[src/hd_defines.svh]
`ifndef HD_DEFINES_SVH
`define HD_DEFINES_SVH

// hypervector width in bits
`define HD_DIM 64

// number of hardware threads, picked round robin
`define HD_THREADS 4

// item memory address width
`define HD_ITEM_AW 6

// entries in each of the command and result queues
`define HD_QUEUE_DEPTH 4

// wishbone address map
`define HD_ADR_W 8
`define HD_ADR_CMD 8'h00
`define HD_ADR_CTRL 8'h01
`define HD_ADR_STATUS 8'h02
`define HD_ADR_RESULT 8'h03
// item window, low HD_ITEM_AW bits select the entry
`define HD_ADR_ITEM_BASE 8'h40

`endif

[src/hd_pkg.sv]
`include "hd_defines.svh"

package hd_pkg;

    // one hypervector
    typedef logic [`HD_DIM-1:0] hv_t;

    // 16-bit instruction word, msb first
    typedef struct packed {
        logic       need_addr;
        logic       permute;
        logic       op_a;
        logic       op_b;
        logic       move;
        logic       last;
        logic       sign_wb;
        logic [8:0] addr;
    } instr_t;

    typedef enum logic [1:0] {
        CMD_INSTR,
        CMD_ITEM_WRITE,
        CMD_RESTART
    } cmd_kind_t;

    // entry of the command queue
    typedef struct packed {
        cmd_kind_t              kind;
        instr_t                 instr;
        logic [`HD_ITEM_AW-1:0] item_addr;
        hv_t                    data;
    } cmd_t;

    typedef logic [$clog2(`HD_THREADS)-1:0] thread_id_t;

endpackage

[src/hd_bus_pkg.sv]
`include "hd_defines.svh"

package hd_bus_pkg;

    // master to slave
    typedef struct packed {
        logic                 cyc;
        logic                 stb;
        logic                 we;
        logic [`HD_ADR_W-1:0] adr;
        logic [`HD_DIM-1:0]   dat;
    } wb_req_t;

    // slave to master
    typedef struct packed {
        logic               ack;
        logic [`HD_DIM-1:0] dat;
    } wb_rsp_t;

    // status word, zero extended on the bus
    typedef struct packed {
        logic [2:0] result_count;
        logic       last_seen;
        logic       result_valid;
    } status_t;

endpackage

[src/hd_cmd_decoder.sv]
`timescale 1ns/100ps
`include "hd_defines.svh"

module hd_cmd_decoder (
    input  logic                                 clk,
    input  logic                                 arst_n,
    input  hd_bus_pkg::wb_req_t                  wb_req,
    output hd_bus_pkg::wb_rsp_t                  wb_rsp,
    output logic                                 cmd_push,
    output hd_pkg::cmd_t                         cmd_data,
    input  logic                                 cmd_full,
    output logic                                 res_pop,
    input  hd_pkg::hv_t                          res_data,
    input  logic                                 res_empty,
    input  logic [$clog2(`HD_QUEUE_DEPTH+1)-1:0] res_count,
    input  logic                                 last_seen
);

    localparam logic [`HD_ADR_W-1:0] ITEM_BASE = `HD_ADR_ITEM_BASE;

    logic                ack_q;
    logic                result_hit_q;
    hd_pkg::hv_t         rd_dat_q;
    logic                req_valid;
    logic                hit_cmd;
    logic                hit_ctrl;
    logic                hit_item;
    logic                hit_status;
    logic                hit_result;
    logic                cmd_write;
    logic                accept;
    hd_bus_pkg::status_t status;

    // new request only, not the one being acked this cycle
    assign req_valid  = wb_req.cyc & wb_req.stb & ~ack_q;
    assign hit_cmd    = wb_req.adr == `HD_ADR_CMD;
    assign hit_ctrl   = wb_req.adr == `HD_ADR_CTRL;
    assign hit_status = wb_req.adr == `HD_ADR_STATUS;
    assign hit_result = wb_req.adr == `HD_ADR_RESULT;
    assign hit_item   = wb_req.adr[`HD_ADR_W-1:`HD_ITEM_AW] == ITEM_BASE[`HD_ADR_W-1:`HD_ITEM_AW];
    assign cmd_write  = wb_req.we & (hit_cmd | hit_ctrl | hit_item);

    // back-pressure, no ack until the command queue has room
    assign accept   = req_valid & ~(cmd_write & cmd_full);
    assign cmd_push = accept & cmd_write;

    always_comb begin
        cmd_data.kind      = hit_item ? hd_pkg::CMD_ITEM_WRITE :
                             hit_ctrl ? hd_pkg::CMD_RESTART : hd_pkg::CMD_INSTR;
        cmd_data.instr     = hd_pkg::instr_t'(wb_req.dat[15:0]);
        cmd_data.item_addr = wb_req.adr[`HD_ITEM_AW-1:0];
        cmd_data.data      = wb_req.dat;
    end

    always_comb begin
        status.result_valid = ~res_empty;
        status.last_seen    = last_seen;
        status.result_count = res_count;
    end

    always_ff @(posedge clk or negedge arst_n) begin
        if (!arst_n) begin
            ack_q        <= 1'b0;
            result_hit_q <= 1'b0;
        end else begin
            ack_q        <= accept;
            result_hit_q <= accept & ~wb_req.we & hit_result & ~res_empty;
        end
    end

    // status and other read data, captured with the request
    always_ff @(posedge clk) begin
        if (accept) begin
            rd_dat_q <= (!wb_req.we && hit_status) ? hd_pkg::hv_t'(status) : '0;
        end
    end

    // only this side pops, so the head is unchanged until the ack cycle
    assign res_pop = ack_q & result_hit_q;

    always_comb begin
        wb_rsp.ack = ack_q;
        wb_rsp.dat = result_hit_q ? res_data : rd_dat_q;
    end

endmodule

[config.mk]
export PLATFORM = sky130hd
export DESIGN_NAME = hd_cmd_decoder
export DESIGN_NICKNAME = d
export VERILOG_FILES = /design/src/hd_pkg.sv /design/src/hd_bus_pkg.sv /design/src/hd_cmd_decoder.sv
export VERILOG_INCLUDE_DIRS = /design/src /design/src/src
export SDC_FILE = /design/constraint.sdc
export NUM_CORES = 1
export LEC_CHECK = 0
export BUFFER_PORTS_ARGS = -buffer_cell sky130_fd_sc_hd__buf_4
export CORE_AREA = 2 2 116 118
export DETAILED_ROUTE_END_ITERATION = 12
export DIE_AREA = 0 0 118 120
export GPL_ROUTABILITY_DRIVEN = 0
export PLACE_DENSITY_LB_ADDON = 0.08
export SYNTH_ARGS = -nofsm -noshare
export SYNTH_HDL_FRONTEND = slang
export SYNTH_SLANG_ARGS = --single-unit
[constraint.sdc]
create_clock -name clk -period 1.6 [get_ports clk]
set_input_delay 0.24 -clock clk [delete_from_list [all_inputs] [get_ports clk]]
set_output_delay 0.24 -clock clk [all_outputs]
set_load 0.02 [all_outputs]
# [Word level (Yosys, flattened, before mapping)]
# Cells that the tools add are included.
[word_totals] ram_bits=0 n_memories=0 word_cells=30 regBits=66 latchBits=0 mem_bits_ro=0 output_inout_bits=155
[op_classes] order_cmp=0 mux=3 n_addsub=0 shift=0 reduce_logical=3 multipliers=0 bitwise_logic=16 div_mod_pow=0 eq_ne=4
[ops] cell="64-bit 2-to-1 mux" count=1
[ops] cell="8-bit by 2-bit == test with 1-bit output, second input constant" count=2
[ops] cell="1-bit bitwise AND" count=10
[ops] cell="8-bit by 1-bit == test with 1-bit output, second input constant" count=1
[ops] cell="8-bit zero test" count=1
[ops] cell="2-bit 2-to-1 mux" count=2
[ops] cell="1-bit NOT" count=4
[ops] cell="2-bit by 1-bit == test with 1-bit output, second input constant" count=1
[ops] cell="1-bit bitwise OR" count=2
[ops] cell="1-bit logical AND" count=1
[ops] cell="1-bit zero test" count=1

# [Depth between registers and ports, before layout]
[depth] ltp_word=10 depth_mapped=3

# [Worst setup path after synthesis]
# Ideal clock, no wire load.
[synth_timing] path_kind="input to register" start="input port wb_req[71] (netlist name)" end="register rd_dat_q[0] (enable)" setup_ns=0.368 arrival_ns=1.006 n_path_buf=0 stages=3 t_required_ns=1.232 path_slack_ns=0.226 cell_sequence="and2b_2 > a21o_2 > a31oi_1"
[synth_between] elab_chain_len=7 word_cells_on_any_way=9 classes_between="eq/ne (2); bitwise (6); reduce/logical (1)"
[synth_rtl] element="from (decl)" line="hd_cmd_decoder.sv:7" source="input hd_bus_pkg::wb_req_t wb_req,"
[synth_rtl] element="8-bit by 1-bit == test with 1-bit output (no line) / 8-bit zero test (equally long branches)"
[synth_rtl] element="1-bit bitwise OR" line="hd_cmd_decoder.sv:41" source="assign cmd_write = wb_req.we & (hit_cmd | hit_ctrl | hit_item);"
[synth_rtl] element="1-bit bitwise OR (*)" line="hd_cmd_decoder.sv:41"
[synth_rtl] element="1-bit bitwise AND (*)" line="hd_cmd_decoder.sv:41"
[synth_rtl] element="1-bit bitwise AND (*)" line="hd_cmd_decoder.sv:44" source="assign accept = req_valid & ~(cmd_write & cmd_full);"
[synth_rtl] element="1-bit NOT (*)" line="hd_cmd_decoder.sv:44"
[synth_rtl] element="1-bit bitwise AND (*)" line="hd_cmd_decoder.sv:44"
[synth_rtl] element="net accept" line="hd_cmd_decoder.sv:31" source="logic accept;"
[synth_rtl] element="to (signal assigned)" line="hd_cmd_decoder.sv:74" source="rd_dat_q <= (!wb_req.we && hit_status) ? hd_pkg::hv_t'(status) : '0;"
[synth_rtl] element="to (decl)" line="hd_cmd_decoder.sv:23" source="hd_pkg::hv_t rd_dat_q;"
# The timed path passes the listed nets; every way through them passes the cells marked *.
# A chain may end at the register's enable or synchronous reset.

==> flow_summary.yaml <==
placement:
  io_buffers: 157
  hpwl_mm: 3.937
synthesis:
  netlist-cell-type-count: 21
  synth_nets: 335
  async_flop_share_pct: 28.57
  synthCells: 188
  synth_area_leaders: "buf_4 45%, and2_1 27%, edfxtp_1 10%"
  synthesis.area_sq_um: 1475
  avgSynthCellArea_sq_um: 7.847
  synth_top_cell_area_share_pct: 44.78
  ys.flop_type: "edfxtp_1"
  yosys.area.top_type: "buf_4"
  synth_edf_count: 5
  synth-seq-cells: 7
  seq_area_frac_synth_pct: 13.57
  ys_warn_count: 0
global_routing:
  antenna_found_initial: 0
  grt_pass1_vias: 1246
  gr-usage-all-layers_pct: 5.873
  grt_max_degree: 37
  gr-total-overflow: 0
  grt_pass1_wl_mm: 6.658
detailed_routing:
  vias: 1349
  via_per_inst: 3.094
  top_layer_used: "met4"
  post-route-drc-count: 0
  antenna_left: 0
  routed_wl_mm: 4.831
  drt_first_pass_iters: 4
  dr_wl_met3_microns: 682
  drt_iter0_markers: 18
  met1_length_mm: 1.763
  wire_per_inst_microns: 11.08
  wl_met2_mm: 2.273
timing:
  fmax_mhz: 663.8
  drv_slew: 0
  tightest_slew_ns: 0.2839
  rsz0062_at_grt: "false"
  finalSetupViolations: 0
  relSlewSlack_pct: 80.93
  skew_ns: 0.001268
  layout_min_cycle_time_ns: 1.506
  hold_viol_final: 0
  whs_ns: 0.1779
  tns_ns: 0
  post-route-period-util_pct: 94.15
layout:
  seqCellArea_sq_um: 201.4
  fin_util_pct: 18.05
  diodes: 0
  fin_nets: 408
  fill_cells: 1462
  multi_input_area_sq_um: 586.8
  final_common_cell: "buf_4"
  syn_to_final_growth_pct: 58.86
  drive_gt1_share_pct: 67.69
  mostFrequentLayoutCells: "160 x buf_4, 64 x and2_1, 5 x mux2_2, 5 x edfxtp_1, 4 x clkbuf_16"
setup_path:
  critPathKind: "reg -> out"
  cp.required_ns: 1.36
  cp.arrival_ns: 1.27
  reg2reg_slack_ns: 0.36
  cp-start-kind: "flip-flop"
  end_kind: "output port"
  path_max_fanout: 18
die:
  start_util_pct: 11.36
  ios: 302
  rows: 42
  die_w_microns: 118
  floorplan.die_area_sq_um: 14160
  core_area_sq_um: 12980
  fp.dieH_microns: 120
power_and_ir_drop:
  leakage_nw: 1.196
  ir_drop_mv: 0.2153
  powerDensity_nw_per_um2: 365.4
outcome:
  outcome: "finished clean"
clocking:
  path_clk_slew_ns: 0.03
  clockRootBuffer: "clkbuf_16"
  cts_htree_levels: 1
  numCtsBuffers: 3
  cts.sinks: 7
  clk_latency_ns: 0.23
  cts.path.max_buffers: 2
  cts_tree: "built"
run:
  cap_violations: 0
min_path:
  hold_class: "in -> reg"
[synthesized netlist by cell type, drive strengths merged (2+ instances only)]
cell type / count
buf: 89
and2: 64
clkbuf: 6
edfxtp: 5
mux2: 5
nor2: 3
and3: 2
dfrtp: 2
nand2: 2
nor4: 2
[layer usage]
| metal | GRT usage (%) | vias to the layer above |
|---|---|---|
| li1 | - | 639 |
| met1 | 5.733 | 561 |
| met2 | 9.702 | 132 |
| met3 | 3.802 | 17 |
| met4 | 2.786 | 0 |
| met5 | 0 | - |
[where the power goes]
part / internal (W) / leakage (nW) / switching, W
clock: 0.000331 / 0.0382 / 0.0000868
sequential: 0.000203 / 0.0685 / 0.00000359
combinational: 0.000161 / 1.09 / 0.0000713
total: 0.000695 / 1.20 / 0.000162
[kinds of logic (layout without fill, tap and decap cells)]
logic type,after synthesis,in the layout,share of synthesized area [%]
multiplexers,5,5,3.817
AO/OA/AOI/OAI,2,2,1.018
buffers and inverters,95,167,46.65
AND/OR/NAND/NOR,79,79,34.95
flip-flops,7,7,13.57
[per-stage QoR]
stage                     instances  worst slack, ns  cell area (sq um)  power [W]
after floorplan                 188           0.2259               1475  0.0005581
after global routing            436          0.04168               2344  0.0008940
after CTS                       434          0.02503               2310  0.0008679
final                           436          0.09361               2344  0.0008564
after detailed placement        429           0.1895               2221  0.0004433
after global placement          429           0.2034               2221  0.0004427
[path summary, 6_finish.rpt]
path	cells after the start	endpoint	start
setup reg to reg	3	rd_dat_q[3]	ack_q
min in group asynchronous	2	ack_q	arst_n
hold reg to reg	3	result_hit_q	ack_q
hold / removal	2	result_hit_q	res_empty
max in group asynchronous	2	result_hit_q	arst_n
setup / recovery	3	wb_rsp[0]	result_hit_q
[critical path, cell delays in order (launching register included)]
cell	delay [ns]
dfrtp_2	0.38
buf_12	0.15
mux2_2	0.34
buf_4	0.16
[cell type report]
cell class	count	area share, %
Clock buffer	4	3.364
Multi-Input combinational cell	86	25.04
Tap cell	176	9.397
Sequential cell	7	8.596
Timing Repair Buffer	163	53.60
[repair_timing]
| action | 4_1_cts | 5_1_grt |
|---|---|---|
| resized for setup | 0 | 1 |
| hold buffers | 1 | 0 |
| setup buffers | 0 | 1 |
| setup endpoints to repair | 0 | 4 |
| hold endpoints to repair | 2 | 0 |
[sequential cells by signal (all words and copies together), names as in the netlist]
name and cells:
rd_dat_q 5, ack_q 1, result_hit_q 1
Note: power is estimated with default switching activity, not from simulation.
