## config.mk

```make
export PLATFORM = sky130hd
export DESIGN_NAME = hd_queue
export DESIGN_NICKNAME = d
export VERILOG_FILES = /design/src/hd_queue.sv
export SDC_FILE = /design/constraint.sdc
export NUM_CORES = 1
export LEC_CHECK = 0
export ABC_AREA = 1
export CORE_AREA = 5 5 42 44
export DETAILED_ROUTE_END_ITERATION = 16
export DIE_AREA = 0 0 47 49
export DONT_BUFFER_PORTS = 1
export PLACE_DENSITY_LB_ADDON = 0.08
export SYNTH_ARGS = -nofsm -noshare
export SYNTH_HDL_FRONTEND = slang
export SYNTH_SLANG_ARGS = --single-unit
```

## constraint.sdc

```tcl
create_clock -name clk -period 1.21 [get_ports clk]
set_input_delay 0.363 -clock clk [delete_from_list [all_inputs] [get_ports clk]]
set_output_delay 0.363 -clock clk [all_outputs]
set_load 0.01 [all_outputs]
```

## src/hd_queue.sv

```systemverilog
`timescale 1ns/100ps

module hd_queue #(
    parameter type payload_t = logic,
    parameter int  DEPTH     = 4
) (
    input  logic                       clk,
    input  logic                       arst_n,
    input  logic                       push,
    input  payload_t                   push_data,
    output logic                       full,
    input  logic                       pop,
    output payload_t                   pop_data,
    output logic                       empty,
    output logic [$clog2(DEPTH+1)-1:0] count
);

    localparam int AW = (DEPTH > 1) ? $clog2(DEPTH) : 1;
    localparam int CW = $clog2(DEPTH + 1);

    payload_t      mem [DEPTH];
    logic [AW-1:0] wr_ptr;
    logic [AW-1:0] rd_ptr;

    always_ff @(posedge clk) begin
        if (push) begin
            mem[wr_ptr] <= push_data;
        end
    end

    always_ff @(posedge clk or negedge arst_n) begin
        if (!arst_n) begin
            wr_ptr <= '0;
            rd_ptr <= '0;
            count  <= '0;
        end else begin
            if (push) begin
                wr_ptr <= (wr_ptr == AW'(DEPTH - 1)) ? '0 : wr_ptr + 1'b1;
            end
            if (pop) begin
                rd_ptr <= (rd_ptr == AW'(DEPTH - 1)) ? '0 : rd_ptr + 1'b1;
            end
            if (push && !pop) begin
                count <= count + 1'b1;
            end else if (pop && !push) begin
                count <= count - 1'b1;
            end
        end
    end

    // head shown without a pop
    assign pop_data = mem[rd_ptr];
    assign full     = count == CW'(DEPTH);
    assign empty    = count == '0;

endmodule

```

# --- Word level (Yosys, flattened, before mapping) ---
# Memories as Yosys holds them, arrays and structs flattened.
# Index checks and enable logic that the tools add are counted.
totals:
  reg_bits: 7
  latch_bits: 0
  ramBits: 4
  romBits: 0
  out_inout_bits: 6
  wordCells: 23
  memories: 1
mem_list:
  columns: ["memory", "depth", "word_bits", "read_ports", "rd_clocked_by_memory_dff", "wr", "line", "rtl"]
  rows:
  - ["mem", 4, 1, 1, 0, 1, "21", "payload_t mem [DEPTH];"]
op_classes:
  addsub: 4
  mul: 0
  div_mod_pow: 0
  magnitude_cmp: 0
  n_eq_ne: 3
  shifts: 0
  n_mux: 6
  n_bitwise: 0
  reduce_logical: 6
op_table:
  columns: ["operator", "n"]
  rows:
  - ["$mux W3", 2]
  - ["$add A2 B1 Y2 const B", 2]
  - ["$eq A2 B2 Y1 const B", 2]
  - ["$mux W2", 2]
  - ["$add A3 B1 Y3 const B", 1]
  - ["$eq A3 B3 Y1 const B", 1]
  - ["$logic_not A3 Y1", 1]
  - ["$sub A3 B1 Y3 const B", 1]
  - ["$logic_and A1 B1 Y1", 2]
  - ["$logic_not A1 Y1", 2]
  - ["$mux W1", 2]
  - ["$reduce_bool A2 Y1", 1]

# --- Depth between registers and ports, before layout ---
# Gate-level depths: netlist of the first run.
depth:
  word_depth: 4
  mapped_depth: 9
  depth_no_buf: 9

# --- Worst setup path after synthesis of the first run ---
# OpenSTA, ideal clock, no wires.
synth_path:
  path_type: "input -> register"
  startpoint: "in pop"
  endpoint: "reg count[2]"
  setup_ns: 0.117
  arrival_time_ns: 1.208
  required_ns: 1.093
  slack_ns: -0.115
  path_stages: 8
  cell_sequence: "inv_1 -> ha_1 -> inv_1 -> fa_1 -> nand2_1 -> nand3_1 -> nand2_1 -> nand2_1"
synth_via:
  elab_chain_len: 3
synth_lines:
  columns: ["item", "line", "rtl"]
  rows:
  - ["from (decl)", "12", "input logic pop,"]
  - ["$logic_not A1 Y1", "43", "if (push && !pop) begin"]
  - ["$logic_and A1 B1 Y1", "43", null]
  - ["$mux W3 or $reduce_bool A2 Y1 (tied branches)", null, null]
  - ["to (signal assigned)", "44", "count <= count + 1'b1;"]
  - ["to (signal assigned)", "46", "count <= count - 1'b1;"]
  - ["to (decl)", "15", "output logic [$clog2(DEPTH+1)-1:0] count"]
# Parallel ways exist; a longest one is shown, timed or not.
# A chain may end at the register's enable or synchronous reset.

# --- Worst setup path in the final report of the first run ---
layout_path:
  startpoint: "reg count[0]"
  endpoint: "out full"
layout_via:
  elab_chain_len: 1
layout_lines:
  columns: ["item", "line", "rtl"]
  rows:
  - ["$eq A3 B3 Y1", "53", "assign full = count == CW'(DEPTH);"]
  - ["to (decl)", "11", "output logic full,"]
# Every way passes these cells.

==> qor.yml, run 1 <==
logic_synthesis:
  netlist.area_leader.share: 0.2998
  synth_top_cell_by_area: "dfrtp_1"
  syn_nets: 75
  synthTopCellsByArea: "dfrtp_1 (30%), edfxtp_1 (21%), ha_1 (13%)"
  ys_seq_elements: 11
  synth_cells: 63
  syn_area_per_cell_sq_um: 9.275
  synth_area_sq_um: 584.3
  ys_types: 15
  yosys_warnings: 0
  synth_seq_area_share: 0.5054
timing:
  hold_viol: 0
  holdWs_ns: 0.1702
  setup_ws_ns: -0.1983
  finalSetupViolations: 8
  setup_tns_ns: -1.018
  final_max_slew_viol_count: 0
  fin_crit_sh: 1.164
  grt_setup_unrepaired: "true"
  worstMarginPinSlew_ns: 0.3419
  min_period_ns: 1.408
  clock.fmax_mhz: 710.1
  fin_skew_ns: 0.001101
  slew_headroom: 0.7713
power_and_ir_drop:
  vdd_drop_max_uv: 1309
  power.switching_mw: 0.6747
  powerDensity_mw_per_mm2: 2265
  report.power.total_mw: 1.831
  p_int_mw: 1.156
  p_comb_frac: 0.499
  p_leak_nw: 0.4200
  swShare: 0.3685
  clkPwrFrac: 0.136
  seqPwrFrac: 0.366
detailed_routing:
  vias_per_cell: 4.612
  first_pass_iters: 4
  vias: 452
  wl_mm: 1.020
  wl_per_cell_um: 10.41
  ant_nets: 0
  route.detailed.drc: 0
  drt-initial-drc-count: 3
worst_setup_path:
  cp_slowest_cell: "dfrtp_2"
  arrival_ns: 1.05
  cpPeakStageDelay_ns: 0.44
  critPathRequiredTime_ns: 0.85
  worstPathMaxFanout: 4
  critical_path_class: "flop to output port"
  start_kind: "flop"
  critical_path.cell_chain: "nor3_2, buf_4"
  cp-end-kind: "output port"
grt:
  grt_start_max_net_pins: 10
  grtUsageTotal: 0.1043
  grt_pass1_vias: 433
  antenna_found_initial: 0
  grt_first_pass_wirelength_mm: 1.731
  gr-total-overflow: 0
cts:
  clk_latency_ns: 0.27
  htree_levels: 1
  cts_tree: "built"
  clock_path_buffers: 2
  cts_root_buf: "clkbuf_4"
  clk_pin_slew_ns: 0.07
  clock-sinks: 11
  cts_made_buffers: 3
placement:
  placed_cells: 86
  dp_hpwl_um: 741.7
  gp_congestion: 0.6869
  io_buffer_count: 0
  place_area_sq_um: 684.4
final_layout:
  seq_area_sq_um: 297.8
  n_antenna_cell: 0
  area_delta_synth_final_pct: 38.33
  stdcell_area_sq_um: 808.3
  stdcell_count: 98
  final_nets: 95
  drive_above_1_share: 0.3659
  fill_cells: 131
  multi_input_area_sq_um: 264.0
  mostFrequentLayoutCells: "nand2_1 (16), inv_1 (11), buf_4 (10)"
  final_common_cell: "nand2_1"
die:
  initial_utilization: 0.4170
  die_w_um: 47
  core_sq_mm: 0.001401
  fp.dieH_um: 49
  ios: 11
  row_count: 14
  die_area_sq_mm: 0.002303
outcome:
  violations: "negative setup slack"
  outcome: "finished, violations left"
hold_path:
  hold_path.class: "primary input to flop"
run:
  drv_cap: 0
sequential cells by signal, summed over array words and instances (netlist names):
register	flops
mem	4
rd_ptr	2
wr_ptr	2
count	3
per-layer routing:
metal | GRT usage | routed length, um
met1 | 0.1287 | 432
met2 | 0.1584 | 520
met3 | 0.04059 | 67
met4 | 0.04147 | 0
met5 | 0 | 0
power groups by stage:
stage / Combinational, mW / Sequential, mW / Clock, mW
after floorplan: 0.395 / 0.674 / 0
after global placement: 0.631 / 0.668 / 0
after detailed placement: 0.646 / 0.670 / 0
after CTS: 0.834 / 0.658 / 0.257
after global routing: 1.03 / 0.692 / 0.286
final: 0.914 / 0.669 / 0.248
stage by stage:
| stage | worst slack (ns) | utilization |
|---|---|---|
| after detailed placement | -0.06908 | 0.4884 |
| final | -0.1983 | 0.5768 |
| after global routing | -0.2364 | 0.5768 |
| after CTS | -0.1771 | 0.5545 |
| after floorplan | -0.02037 | - |
| after global placement | -0.05053 | 0.4884 |
synthesized netlist by cell type (all sizes together):
| master | instances |
|---|---|
| fa | 1 |
| edfxtp | 4 |
| a21oi | 1 |
| nand2 | 17 |
| dfrtp | 7 |
| nor2 | 1 |
| o211ai | 2 |
| inv | 15 |
| nand3 | 1 |
| o21ai | 4 |
| ha | 6 |
| nand4 | 1 |
| nor3 | 2 |
| xnor2 | 1 |
path summary, 6_finish.rpt:
kind / start / endpoint / slack [ns] / cells after the start
min reg2reg: wr_ptr[0] / wr_ptr[0] / 0.54 / 1
max reg2reg: count[1] / count[2] / -0.11 / 7
max: count[0] / full / -0.20 / 2
max in group asynchronous: arst_n / count[0] / 0.51 / 1
min: pop / rd_ptr[1] / 0.17 / 1
min in group asynchronous: arst_n / rd_ptr[0] / 0.43 / 1
worst max-delay path, delay by kind of cell (launching register included):
family                 cells  cell delay (ns)
DFF                        1             0.44
and+or+nand+nor            1             0.19
buffers and inverters      1             0.15
cells by family after synthesis:
| group | share of synthesized area |
|---|---|
| AND/OR/NAND/NOR | 0.1520 |
| buffers and inverters | 0.09635 |
| flip-flops | 0.5054 |
| AO/OA/AOI/OAI | 0.06849 |
| adder cells (fa/ha/maj) | 0.1627 |
| XOR/XNOR | 0.01499 |
final cells by class:
type | instances | share of cell area
timing repair buffer | 15 | 0.1610
inverter | 15 | 0.08514
tap | 16 | 0.02477
clock buffer | 3 | 0.02786
multi-input combinational | 37 | 0.3266
clock inverter | 1 | 0.006192
sequential | 11 | 0.3684
timing repair:
| action | CTS | global route |
|---|---|---|
| hold buffers | 1 | 0 |
| gates resized for setup | 7 | 6 |
| hold endpoints to repair | 7 | 0 |
| buffers inserted | 5 | 2 |
| pin swaps | 2 | 3 |
| endpoints found under the setup margin | 6 | 8 |
Power figures use the tool's default switching activity.
==> run 2, diff against run 1 <==
Settings changed: PLACE_DENSITY_LB_ADDON 0.08 to not set.
==> run 2 against run 1 <==
Against the previous run: the flow still finishes with violations (negative setup slack); critical path type unchanged; non-clock buffer count down 5; worst hold slack better by 0.0085 ns; sequential cell count unchanged; largest power group unchanged.
==> qor.yml, run 2 (synthesis results as in run 1) <==
cts:
  clock-sinks: 11  # unchanged
  cts_tree: "built"  # unchanged
  cts_made_buffers: 3  # unchanged
  clk_pin_slew_ns: 0.08  # was 0.07 ns
  clock_path_buffers: 2  # unchanged
  cts_root_buf: "clkbuf_4"  # unchanged
  htree_levels: 1  # unchanged
  clk_latency_ns: 0.27  # about the same
placement:
  gp_congestion: 0.7188  # was 0.6869
  place_area_sq_um: 669.4  # was 684.4 sq um
  place_ws_ns: -0.06614  # was -0.06908 ns
  dp_hpwl_um: 805.8  # was 741.7 um
  io_buffer_count: 0  # unchanged
detailed_routing:
  wl_mm: 1.159  # was 1.020 mm
  vias_per_cell: 4.667  # was 4.612
  drt-initial-drc-count: 6  # was 3
  route.detailed.drc: 0  # unchanged
  ant_nets: 0  # unchanged
  first_pass_iters: 2  # was 4
  vias: 434  # was 452
  wl_per_cell_um: 12.46  # was 10.41 um
worst_setup_path:
  worst-path-buf-inv: 1  # unchanged
  crit_start: "count[0]"  # unchanged
  worst_r2r_path_depth: 7  # unchanged
  critical_path.cell_chain: "nor3_2, buf_4"  # unchanged
  path_depth: 2  # unchanged
  r2r_end: "count[2]"  # unchanged
  critical_path_class: "flop to output port"  # unchanged
  critPathRequiredTime_ns: 0.85  # about the same
  cp_slowest_cell: "dfrtp_1"  # was dfrtp_2
  r2r_slack_ns: -0.14  # was -0.11 ns
  start_kind: "flop"  # unchanged
  cpPeakStageDelay_ns: 0.44  # about the same
  crit_end: "full"  # unchanged
  r2r_start: "count[1]"  # unchanged
  crit_family: "flip-flops"  # unchanged
  cp-end-kind: "output port"  # unchanged
  arrival_ns: 1.07  # was 1.05 ns
  worstPathMaxFanout: 3  # was 4
hold_path:
  hold_path.class: "primary input to flop"  # unchanged
  hold_path_depth: 1  # unchanged
timing:
  setup_tns_ns: -1.066  # was -1.018 ns
  worstMarginPinSlew_ns: 0.3611  # was 0.3419 ns
  clock.fmax_mhz: 696.5  # was 710.1 MHz
  finalSetupViolations: 8  # unchanged
  setup_ws_ns: -0.2257  # was -0.1983 ns
  holdWs_ns: 0.1787  # was 0.1702 ns
  grt_setup_unrepaired: "true"  # unchanged
  fin_skew_ns: 0.006502  # was 0.001101 ns
  final_max_slew_viol_count: 0  # unchanged
  slew_headroom: 0.7585  # was 0.7713
  min_period_ns: 1.436  # was 1.408 ns
  fin_crit_sh: 1.187  # was 1.164
  hold_viol: 0  # unchanged
final_layout:
  area_delta_synth_final_pct: 31.26  # was 38.33%
  largest_reg_flops: 4  # unchanged
  final_common_cell: "nand2_1"  # unchanged
  n_antenna_cell: 0  # unchanged
  reg_top3: "mem: 4 flops, count: 3 flops"  # unchanged
  drive_above_1_share: 0.2597  # was 0.3659
  top_register: "mem"  # unchanged
  final_nets: 90  # was 95
  stdcell_area_sq_um: 767.0  # was 808.3 sq um
  fin_util: 0.5473  # was 0.5768
  mostFrequentLayoutCells: "nand2_1 (16), inv_1 (12), dfrtp_1 (7)"  # was nand2_1 (16), inv_1 (11), buf_4 (10)
die:
  ios: 11  # unchanged
  row_count: 14  # unchanged
  initial_utilization: 0.4170  # unchanged
  core_sq_mm: 0.001401  # unchanged
  die_w_um: 47  # unchanged
  die_area_sq_mm: 0.002303  # unchanged
  fp.dieH_um: 49  # unchanged
run:
  drv_cap: 0  # unchanged
power_and_ir_drop:
  p_int_mw: 1.089  # was 1.156 mW
  seqPwrFrac: 0.379  # was 0.366
  p_comb_frac: 0.478  # was 0.499
  swShare: 0.3861  # was 0.3685
  powerDensity_mw_per_mm2: 2314  # was 2265 mW/mm^2
  clkPwrFrac: 0.142  # was 0.136
  vdd_drop_max_uv: 1124  # was 1309 uV
  p_leak_nw: 0.3961  # was 0.4200 nW
  power.switching_mw: 0.6854  # was 0.6747 mW
grt:
  grt_pass1_vias: 465  # was 433
  grt_first_pass_wirelength_mm: 1.876  # was 1.731 mm
  grtUsageTotal: 0.1152  # was 0.1043
  gr-total-overflow: 0  # unchanged
  antenna_found_initial: 0  # unchanged
  grt_start_max_net_pins: 10  # unchanged
outcome:
  violations: "negative setup slack"  # unchanged
  outcome: "finished, violations left"  # unchanged
## run 2: area by class of cell
class / count / area [sq um]
Fill cell: 124 / 634.4
Sequential cell: 11 / 295.3
Multi-Input combinational cell: 37 / 260.3
Timing Repair Buffer: 10 / 96.34
Inverter: 15 / 68.82
Clock buffer: 4 / 26.28
Tap cell: 16 / 20.02
## run 2: per-stage QoR
stage / power, mW / cells
global placement: 1.266 / 84
detailed placement: 1.310 / 84
CTS: 1.727 / 93
global route: 1.911 / 93
finish: 1.775 / 93
floorplan: 1.069 / 63
## run 2: per-layer routing
layer,track usage,wire [um]
met1,0.1157,443
met2,0.2036,682
met3,0.02214,33
met4,0.06912,0
met5,0,0
## run 2: worst min-delay path by stage
| stage | endpoint | start | slack, ns |
|---|---|---|---|
| 2_1_floorplan | count[0] | arst_n | 0.07 |
| 3_3_place_gp | count[2] | arst_n | 0.07 |
| 3_5_place_dp | count[2] | arst_n | 0.07 |
| 4_1_cts | wr_ptr[0] | push | 0.17 |
| 5_1_grt | wr_ptr[0] | push | 0.16 |
| 6_report | wr_ptr[0] | push | 0.18 |
## run 2: timing repair
action | in CTS | in global routing
resized for setup | 6 | 3
setup endpoints to repair | 5 | 8
hold buffers | 1 | 0
buffers inserted | 4 | 0
hold endpoints to repair | 7 | 0
pin swaps | 2 | 1
cloned | 0 | 0
## run 2: power by group through the flow
stage	Sequential (mW)	Clock, mW	Combinational, mW
6_report	0.673	0.253	0.849
5_1_grt	0.677	0.284	0.950
4_1_cts	0.655	0.255	0.817
3_5_place_dp	0.671	0	0.638
3_3_place_gp	0.657	0	0.609
2_1_floorplan	0.674	0	0.395
