## src/hd_defines.svh

```systemverilog
`ifndef HD_DEFINES_SVH
`define HD_DEFINES_SVH

// hypervector width in bits
`define HD_DIM 64

// number of hardware threads, picked round robin
`define HD_THREADS 4

// item memory address width
`define HD_ITEM_AW 6

// entries in each of the command and result queues
`define HD_QUEUE_DEPTH 4

// wishbone address map
`define HD_ADR_W 8
`define HD_ADR_CMD 8'h00
`define HD_ADR_CTRL 8'h01
`define HD_ADR_STATUS 8'h02
`define HD_ADR_RESULT 8'h03
// item window, low HD_ITEM_AW bits select the entry
`define HD_ADR_ITEM_BASE 8'h40

`endif

```

## src/hd_pkg.sv

```systemverilog
`include "hd_defines.svh"

package hd_pkg;

    // one hypervector
    typedef logic [`HD_DIM-1:0] hv_t;

    // 16-bit instruction word, msb first
    typedef struct packed {
        logic       need_addr;
        logic       permute;
        logic       op_a;
        logic       op_b;
        logic       move;
        logic       last;
        logic       sign_wb;
        logic [8:0] addr;
    } instr_t;

    typedef enum logic [1:0] {
        CMD_INSTR,
        CMD_ITEM_WRITE,
        CMD_RESTART
    } cmd_kind_t;

    // entry of the command queue
    typedef struct packed {
        cmd_kind_t              kind;
        instr_t                 instr;
        logic [`HD_ITEM_AW-1:0] item_addr;
        hv_t                    data;
    } cmd_t;

    typedef logic [$clog2(`HD_THREADS)-1:0] thread_id_t;

endpackage

```

## src/hd_exec_unit.sv

```systemverilog
`timescale 1ns/100ps
`include "hd_defines.svh"

module hd_exec_unit (
    input  logic         clk,
    input  logic         arst_n,
    output logic         cmd_pop,
    input  hd_pkg::cmd_t cmd_data,
    input  logic         cmd_empty,
    output logic         res_push,
    output hd_pkg::hv_t  res_data,
    input  logic         res_full,
    output logic         last_seen
);

    localparam int THREADS = `HD_THREADS;
    localparam int ITEMS   = 2 ** `HD_ITEM_AW;

    hd_pkg::hv_t            item_mem [ITEMS];
    hd_pkg::hv_t            item_q;
    hd_pkg::hv_t            reg_1 [THREADS];
    hd_pkg::hv_t            reg_2 [THREADS];
    hd_pkg::thread_id_t     thread_ptr;
    hd_pkg::thread_id_t     load_thread;
    logic                   load_pending;
    hd_pkg::instr_t         instr;
    logic [`HD_ITEM_AW-1:0] instr_addr;
    logic                   is_instr;
    logic                   op_wb_item;
    logic                   op_load;
    logic                   op_xor;
    logic                   op_store;
    logic                   op_move;
    logic                   op_last;
    logic                   mem_we;
    logic [`HD_ITEM_AW-1:0] mem_waddr;
    hd_pkg::hv_t            mem_wdata;

    assign instr      = cmd_data.instr;
    assign instr_addr = instr.addr[`HD_ITEM_AW-1:0];
    assign is_instr   = cmd_data.kind == hd_pkg::CMD_INSTR;

    // priority decode of the instruction bits
    always_comb begin
        op_wb_item = 1'b0;
        op_load    = 1'b0;
        op_xor     = 1'b0;
        op_store   = 1'b0;
        op_move    = 1'b0;
        op_last    = 1'b0;
        if (is_instr) begin
            if (instr.need_addr) begin
                op_wb_item = instr.op_b;
                op_load    = instr.op_a & ~instr.op_b;
            end else if (instr.op_a) begin
                op_xor = 1'b1;
            end else if (instr.op_b) begin
                op_store = 1'b1;
            end else if (instr.move) begin
                op_move = 1'b1;
            end else begin
                op_last = instr.last;
            end
        end
    end

    // hold while a load finishes or the result queue has no room
    assign cmd_pop  = ~cmd_empty & ~load_pending & ~(op_store & res_full);
    assign res_push = cmd_pop & op_store;
    assign res_data = reg_2[thread_ptr];

    // single write port, host item or thread write-back
    assign mem_we    = cmd_pop & (cmd_data.kind == hd_pkg::CMD_ITEM_WRITE | op_wb_item);
    assign mem_waddr = op_wb_item ? instr_addr : cmd_data.item_addr;
    assign mem_wdata = op_wb_item ? reg_2[thread_ptr] : cmd_data.data;

    always_ff @(posedge clk) begin
        if (mem_we) begin
            item_mem[mem_waddr] <= mem_wdata;
        end
        if (cmd_pop && op_load) begin
            item_q <= item_mem[instr_addr];
        end
    end

    always_ff @(posedge clk or negedge arst_n) begin
        if (!arst_n) begin
            thread_ptr   <= '0;
            load_thread  <= '0;
            load_pending <= 1'b0;
            last_seen    <= 1'b0;
            for (int t = 0; t < THREADS; t++) begin
                reg_1[t] <= '0;
                reg_2[t] <= '0;
            end
        end else begin
            load_pending <= cmd_pop & op_load;
            // second load cycle, memory data into reg_2
            if (load_pending) begin
                reg_2[load_thread] <= item_q;
            end
            if (cmd_pop && cmd_data.kind == hd_pkg::CMD_RESTART) begin
                // item memory is left as it is
                thread_ptr <= '0;
                last_seen  <= 1'b0;
                for (int t = 0; t < THREADS; t++) begin
                    reg_1[t] <= '0;
                    reg_2[t] <= '0;
                end
            end else if (cmd_pop && is_instr) begin
                thread_ptr <= (thread_ptr == hd_pkg::thread_id_t'(THREADS - 1)) ?
                              '0 : thread_ptr + 1'b1;
                if (op_load) begin
                    load_thread <= thread_ptr;
                end
                if (op_xor) begin
                    reg_2[thread_ptr] <= reg_1[thread_ptr] ^ reg_2[thread_ptr];
                end
                if (op_move) begin
                    reg_1[thread_ptr] <= reg_2[thread_ptr];
                end
                if (op_last) begin
                    last_seen <= 1'b1;
                end
            end
        end
    end

endmodule

```

## config.mk

```make
export PLATFORM = sky130hd
export DESIGN_NAME = hd_exec_unit
export DESIGN_NICKNAME = d
export VERILOG_FILES = /design/src/hd_pkg.sv /design/src/hd_exec_unit.sv
export VERILOG_INCLUDE_DIRS = /design/src /design/src/src
export SDC_FILE = /design/constraint.sdc
export NUM_CORES = 2
export LEC_CHECK = 0
export ABC_CLOCK_PERIOD_IN_PS = 5000
export BUFFER_PORTS_ARGS = -buffer_cell sky130_fd_sc_hd__buf_2
export CAP_MARGIN = 10
export CELL_PAD_IN_SITES_DETAIL_PLACEMENT = 0
export CELL_PAD_IN_SITES_GLOBAL_PLACEMENT = 2
export CORE_ASPECT_RATIO = 0.9
export CORE_MARGIN = 8
export CORE_UTILIZATION = 43
export CTS_CLUSTER_SIZE = 30
export DETAILED_ROUTE_END_ITERATION = 8
export GPL_TIMING_DRIVEN = 0
export PLACE_DENSITY = 0.7
export SYNTH_ARGS = -nofsm -noshare
export SYNTH_HDL_FRONTEND = slang
export SYNTH_SLANG_ARGS = --single-unit
```

## constraint.sdc

```tcl
create_clock -name clk -period 5 [get_ports clk]
set_input_delay 0.5 -clock clk [delete_from_list [all_inputs] [get_ports clk]]
set_output_delay 0.5 -clock clk [all_outputs]
set_load 0.005 [all_outputs]
```

# Word level (Yosys, flattened, before mapping)
# Memories as Yosys holds them, arrays and structs flattened. A register that Yosys moved wholly into a read port is not among the register bits.
# Cells that the tools add are included.
[op_classes]
n_eq_ne = 3
n_addsub = 1
n_reduce_logical = 12
order_cmp = 4
bitwise_logic = 16
muxes = 51
[op_table]
columns = ["operator", "n"]
rows = [
  ["$mux 256", 7],
  ["$bwmux 256", 3],
  ["$mux 64", 7],
  ["$bmux 64 s2", 2],
  ["$demux 64 s2", 2],
  ["$xor 64x64->64", 1],
  ["$mux 1", 26],
  ["$and 1x1->1", 7],
  ["$ge 3x3->1 const B", 2],
  ["$lt 3x1->1 const B", 2],
  ["$mux 2", 3],
  ["$mux 6", 1],
  ["$not 2->3", 2],
  ["$reduce_bool 2->1", 3],
  ["$logic_and 1x1->1", 5],
  ["$not 1->1", 5],
  ["$eq 2x2->1 const B", 2],
  ["$reduce_and 2->1", 2],
  ["$reduce_and 3->1", 1],
  ["$add 2x1->2 const B", 1],
  ["$eq 2x1->1 const B", 1],
  ["$logic_not 2->1", 1],
  ["$or 1x1->1", 1],
]
[word_totals]
input_bits = 92
mem_count = 1
wordCells = 100
regBits = 518
ramBits = 4096
[memory_table]
columns = ["name", "depth", "word_bits", "read_ports", "rd_ports_with_merged_regs", "wr", "line_no", "text"]
rows = [
  ["item_mem", 64, 64, 1, 1, 1, "hd_exec_unit.sv:19", "hd_pkg::hv_t item_mem [ITEMS];"],
]

# Depth between registers and ports, before layout
[logic_depth]
ltp_word = 11
depth_mapped = 11
ltp_nobuf = 5

# Worst setup path before layout
# No wires, ideal clock.
[synth_path]
kind = "input to register"
startpoint = "in cmd_data[70] in the netlist's numbering"
endpoint = "mem item_mem[40][0] in the netlist's numbering, enable pin"
path_stages = 8
slack_ps = -4
setup_time_ps = 487
arrival_time_ps = 4518
required_ps = 4513
path_cell_list = "buf_2 > buf_6 > buf_2 > buf_4 > mux2i_1 > nor4b_4 > nand2_2 > nor2_1"
[synth_between]
elab_chain_cells = 1
[synth_lines]
columns = ["item", "line_no", "text"]
rows = [
  ["start: declaration", "hd_exec_unit.sv:8", "input hd_pkg::cmd_t cmd_data,"],
  ["$mux 6", "hd_exec_unit.sv:74", "assign mem_waddr = op_wb_item ? instr_addr : cmd_data.item_addr;"],
  ["end: declaration", "hd_exec_unit.sv:19", ""],
]
# No other way between the ends.

# Final worst setup path
[layout_path]
startpoint = "in cmd_data[70] in the netlist's numbering"
endpoint = "mem item_mem[41][50] in the netlist's numbering, enable pin"
# Same word-level chain as after synthesis.

==> results.md <==
Status:
- The run finished with clean final reports.

Cells and area:
- The filler cell count in the final layout is 34,203.
- In the final layout, the multi-input gates occupy 43,750 um2.
- The register cell area after layout is 137,900 um2.
- The area added between synthesis and finish is 17.04%.
- The post-layout net count is 10,501.
- Leaving out filler cells and counting taps, the final layout contains 16,526.
- The post-route netlist has 25.42% of its cells at a drive strength greater than 1.

Flow run:
- The number of max-cap violations is 0.

Place:
- After legalization and detailed placement, the total HPWL measured 469.2 mm.
- Counting tap cells, the placed design contains a total of 15,549 instances.
- The final RePlAce weighted congestion is 0.8214.
- The count of buffers inserted at the top-level ports is 150.
- The pre-CTS setup slack is -1.302 ns.

Floorplanning:
- The y dimension of the die is 636.6 um.
- After floorplanning, the core was divided into 228 placement rows.
- The number of top-level pins is 159.
- Measured along the x axis, the die boundary spans 705.6 um.
- The die covers 449,200 um2.
- For this configuration, the core starts out at a cell density of 43.06%.
- After floorplanning, the core was sized to cover 427,300 um2.

STA:
- The worst setup skew after layout is 0.08697 ns.
- The final max-slew violation count is 0.
- Setup violations remaining at the end of the flow were counted as 0.
- The ratio of final minimum period to clock period is 98.82%.
- The slew at the pin closest to its max-slew limit is 1.389 ns.
- The maximum operating frequency is 202.4 MHz.
- Setup slack closes at 0.05896 ns.
- The final hold slack is 0.07490 ns.
- Setup repair after global routing left no endpoint under its margin.
- The number of hold violations in the final report is 0.
- Subtracting the final worst setup slack from the clock period gives 4.941 ns.
- In this run the tightest slew margin relative to its limit is 7.371%.
- The aggregate negative setup slack is 0 ns.

GRT:
- The initial antenna violation count is 92.
- The via count of the first global-routing pass is 103,900.
- The overall overflow remaining after global route is 0.
- The overall track demand over capacity in global routing is 29.21%.
- The first-pass GRT wire length is 900.6 mm.
- Entering global routing, the biggest net connects 120 pins.

Yosys:
- The synthesized area per cell is 19.54 um2.
- By area the synthesized netlist is led by sky130_fd_sc_hd__edfxtp_1, sky130_fd_sc_hd__mux4_2, sky130_fd_sc_hd__dfrtp_1.
- Summed over all instances, the cell type with the most area after synthesis is sky130_fd_sc_hd__edfxtp_1.
- The cell with the most instances after synthesis is sky130_fd_sc_hd__edfxtp_1.
- The mapped netlist covers 184,000 um2.
- Counting instances in the post-synthesis netlist gives the leading cell types as sky130_fd_sc_hd__edfxtp_1, sky130_fd_sc_hd__mux4_2, sky130_fd_sc_hd__nand2_1, sky130_fd_sc_hd__dfrtp_1, sky130_fd_sc_hd__clkbuf_1.
- The proportion of synthesized flip-flops having asynchronous set or reset is 11.07%.
- In this run, distinct cell masters in the synthesized netlist total 48.
- The total of warnings raised by yosys is 0.
- The number of nets in the synthesized netlist is 9,515.
- The synthesized design contains 4,160 enable-type register cells.
- The commonest register cell after synthesis is sky130_fd_sc_hd__edfxtp_1.
- The number of register bits inferred by synthesis is 4,678.
- The gate count of the mapped netlist is 9,419.
- The top cell type by area accounts for 67.88% of the synthesized area.
- Sequential elements use 74.93% of the synthesized area.

Critical path:
- For this design, the slowest cell found on the critical path is sky130_fd_sc_hd__buf_2.
- For the worst flop-to-flop path, the logic depth is 8.
- In this run the critical register-to-register path is captured at item_mem[41][50].
- The cell repeated most along the worst path is sky130_fd_sc_hd__buf_12.
- The largest single stage delay on the critical path is 0.90 ns.
- Traced cell by cell, the critical path runs through buf_2, buf_6, buf_2, buf_4, mux2i_1, nor4_4, nand2_1, nor2_4, buf_12, buf_12, buf_12.
- The worst-path maximum fanout is 17.
- The worst setup path is launched from an input pin.
- The required time of the critical path is 5.71 ns.
- The startpoint identified for the worst register-to-register timing path is load_pending.
- The arrival time of the worst setup path is 5.65 ns.
- The classification of the worst setup path is in2reg.
- The setup check on the worst reg-to-reg path leaves a slack of 0.71 ns.
- STA classifies the critical path endpoint as a flip-flop.

Pwr:
- VDD sags by at most 0.3858 mV.
- For this design the ratio of total power to cell area is 393.8 nW/um2.
- Summed over all cells, the static leakage comes to 71.49 nW.
- Sequential cells account for 51.0% of the total power.
- The portion of total power attributed to the clock network is 41.4%.
- The switching share of power is 23.48%.
- Combinational logic is responsible for 7.6% of the overall power.
- The sum of internal, switching and leakage power is 0.08481 W.
- The net switching power figure is 0.01992 W.
- The design internal power is 0.06490 W.

Clock network:
- The cell sitting at the root of the clock tree is a sky130_fd_sc_hd__clkbuf_16.
- In this run the deepest clock path goes through 4 buffers.
- Clock-pin slew was measured on the worst setup and hold paths at 0.06 ns.
- The clock insertion delay at the later pin of the skew report is 1.05 ns.
- For this design, the sink count on the clock tree is 4,678.
- TritonCTS built the clock tree.
- Buffers inserted during clock tree synthesis total 458.
- The total setup buffers inserted after CTS is 0.
- The deepest level of the CTS H-tree is 5.

Drt:
- In the routed design, unresolved DRC markers number 0.
- The routed layout has 105,885 vias.
- The final routed wire length divided by cell count is 40.61 um.
- Before antenna repair, the detailed router went through 8 iterations.
- The remaining number of nets flagged by the antenna check after routing is 0.
- The average vias per placed instance is 6.407.
- Summed over all layers, the routed wires come to 671.1 mm.
- The detailed router's first-iteration violation count is 16,183.

Worst hold path:
- The path class of the tightest hold or removal check is in2async.
## how the worst max path moves through the flow
stage                  from                to  slack [ns]
2_1_floorplan  cmd_data[70]   item_mem[40][0]      -0.004
3_3_place_gp   cmd_data[70]  item_mem[25][42]       -9.11
3_5_place_dp   cmd_data[70]  item_mem[41][43]       -1.30
4_1_cts        cmd_data[70]  item_mem[41][60]        0.31
5_1_grt        cmd_data[70]  item_mem[41][50]        0.20
6_report       cmd_data[70]  item_mem[41][50]        0.06
## state kept, by name (all words and copies together), names as in the netlist
| name | flops |
|---|---|
| item_q | 64 |
| reg_1 | 256 |
| item_mem | 4096 |
| load_thread | 2 |
| load_pending | 1 |
| thread_ptr | 2 |
| reg_2 | 256 |
| last_seen | 1 |
## critical path: cells and delay by family
family	cells	cell delay (ns)
AND/OR/NAND/NOR	3	2.28
multiplexers	1	0.21
buffers and inverters	7	2.54
## logic make-up after synthesis
family,count (synthesis),share of synthesized area (%)
AO/OA/AOI/OAI,979,3.626
XOR/XNOR,64,0.3046
AND/OR/NAND/NOR,1633,3.876
multiplexers,1419,15.56
flip-flops,4678,74.93
buffers and inverters,642,1.681
adder cells (fa/ha/maj),4,0.02720
## per-stage QoR
stage | util [%] | instance area [um2]
6_report | 50.40 | 215400
5_1_grt | 50.35 | 215100
4_1_cts | 50.32 | 215000
3_5_place_dp | 46.74 | 199700
3_3_place_gp | 44.89 | 191800
2_1_floorplan | - | 184000
## timing repair
action	4_1_cts	5_1_grt
hold buffers	25	0
resized for setup	1	0
endpoints found under the setup margin	151	0
hold endpoints to repair	156	0
## power by group through the flow
stage	combinational (W)	sequential (W)	clock [W]
6_report	0.00644	0.0433	0.0351
5_1_grt	0.00670	0.0433	0.0368
3_3_place_gp	0.00587	0.0442	0
2_1_floorplan	0.00325	0.0441	0
4_1_cts	0.00635	0.0433	0.0354
3_5_place_dp	0.00632	0.0441	0
## cells in the final DEF (no fill, tap or decap), types with 64 or more instances in the layout
cell type / n
sky130_fd_sc_hd__edfxtp_1: 4160
sky130_fd_sc_hd__mux4_2: 1152
sky130_fd_sc_hd__nand2_1: 792
sky130_fd_sc_hd__dfrtp_1: 518
sky130_fd_sc_hd__clkbuf_16: 467
sky130_fd_sc_hd__clkbuf_1: 417
sky130_fd_sc_hd__a211oi_1: 315
sky130_fd_sc_hd__buf_2: 313
sky130_fd_sc_hd__buf_12: 299
sky130_fd_sc_hd__nor2_1: 263
sky130_fd_sc_hd__mux2i_1: 259
sky130_fd_sc_hd__o21ai_0: 245
sky130_fd_sc_hd__nand3_1: 132
sky130_fd_sc_hd__o22ai_1: 128
sky130_fd_sc_hd__a22oi_1: 128
sky130_fd_sc_hd__nand4_1: 128
sky130_fd_sc_hd__o221ai_1: 118
sky130_fd_sc_hd__diode_2: 100
sky130_fd_sc_hd__clkinv_1: 92
sky130_fd_sc_hd__clkinv_2: 79
sky130_fd_sc_hd__nor2b_1: 71
sky130_fd_sc_hd__nand2_2: 68
sky130_fd_sc_hd__and3_1: 66
sky130_fd_sc_hd__nor2_4: 65
sky130_fd_sc_hd__xor2_1: 64
## final cells by class
| cell class | count | area share (%) |
|---|---|---|
| Sequential cell | 4678 | 64.02 |
| Multi-Input combinational cell | 4099 | 20.31 |
| Clock buffer | 579 | 5.691 |
| Timing Repair Buffer | 526 | 3.855 |
| Tap cell | 5635 | 3.274 |
| Buffer | 636 | 1.439 |
| Clock inverter | 267 | 1.283 |
| Antenna cell | 100 | 0.1162 |
| Inverter | 6 | 0.01162 |
## per-layer routing
layer / vias up / part of all wire, % / GRT usage (%)
met5: - / 0.096 / 0
met4: 56 / 5.1 / 12.76
met3: 1354 / 13 / 8.920
met2: 6948 / 45 / 44.41
met1: 56886 / 37 / 39.07
li1: 40641 / - / -
(Power assumes the default switching activity.)
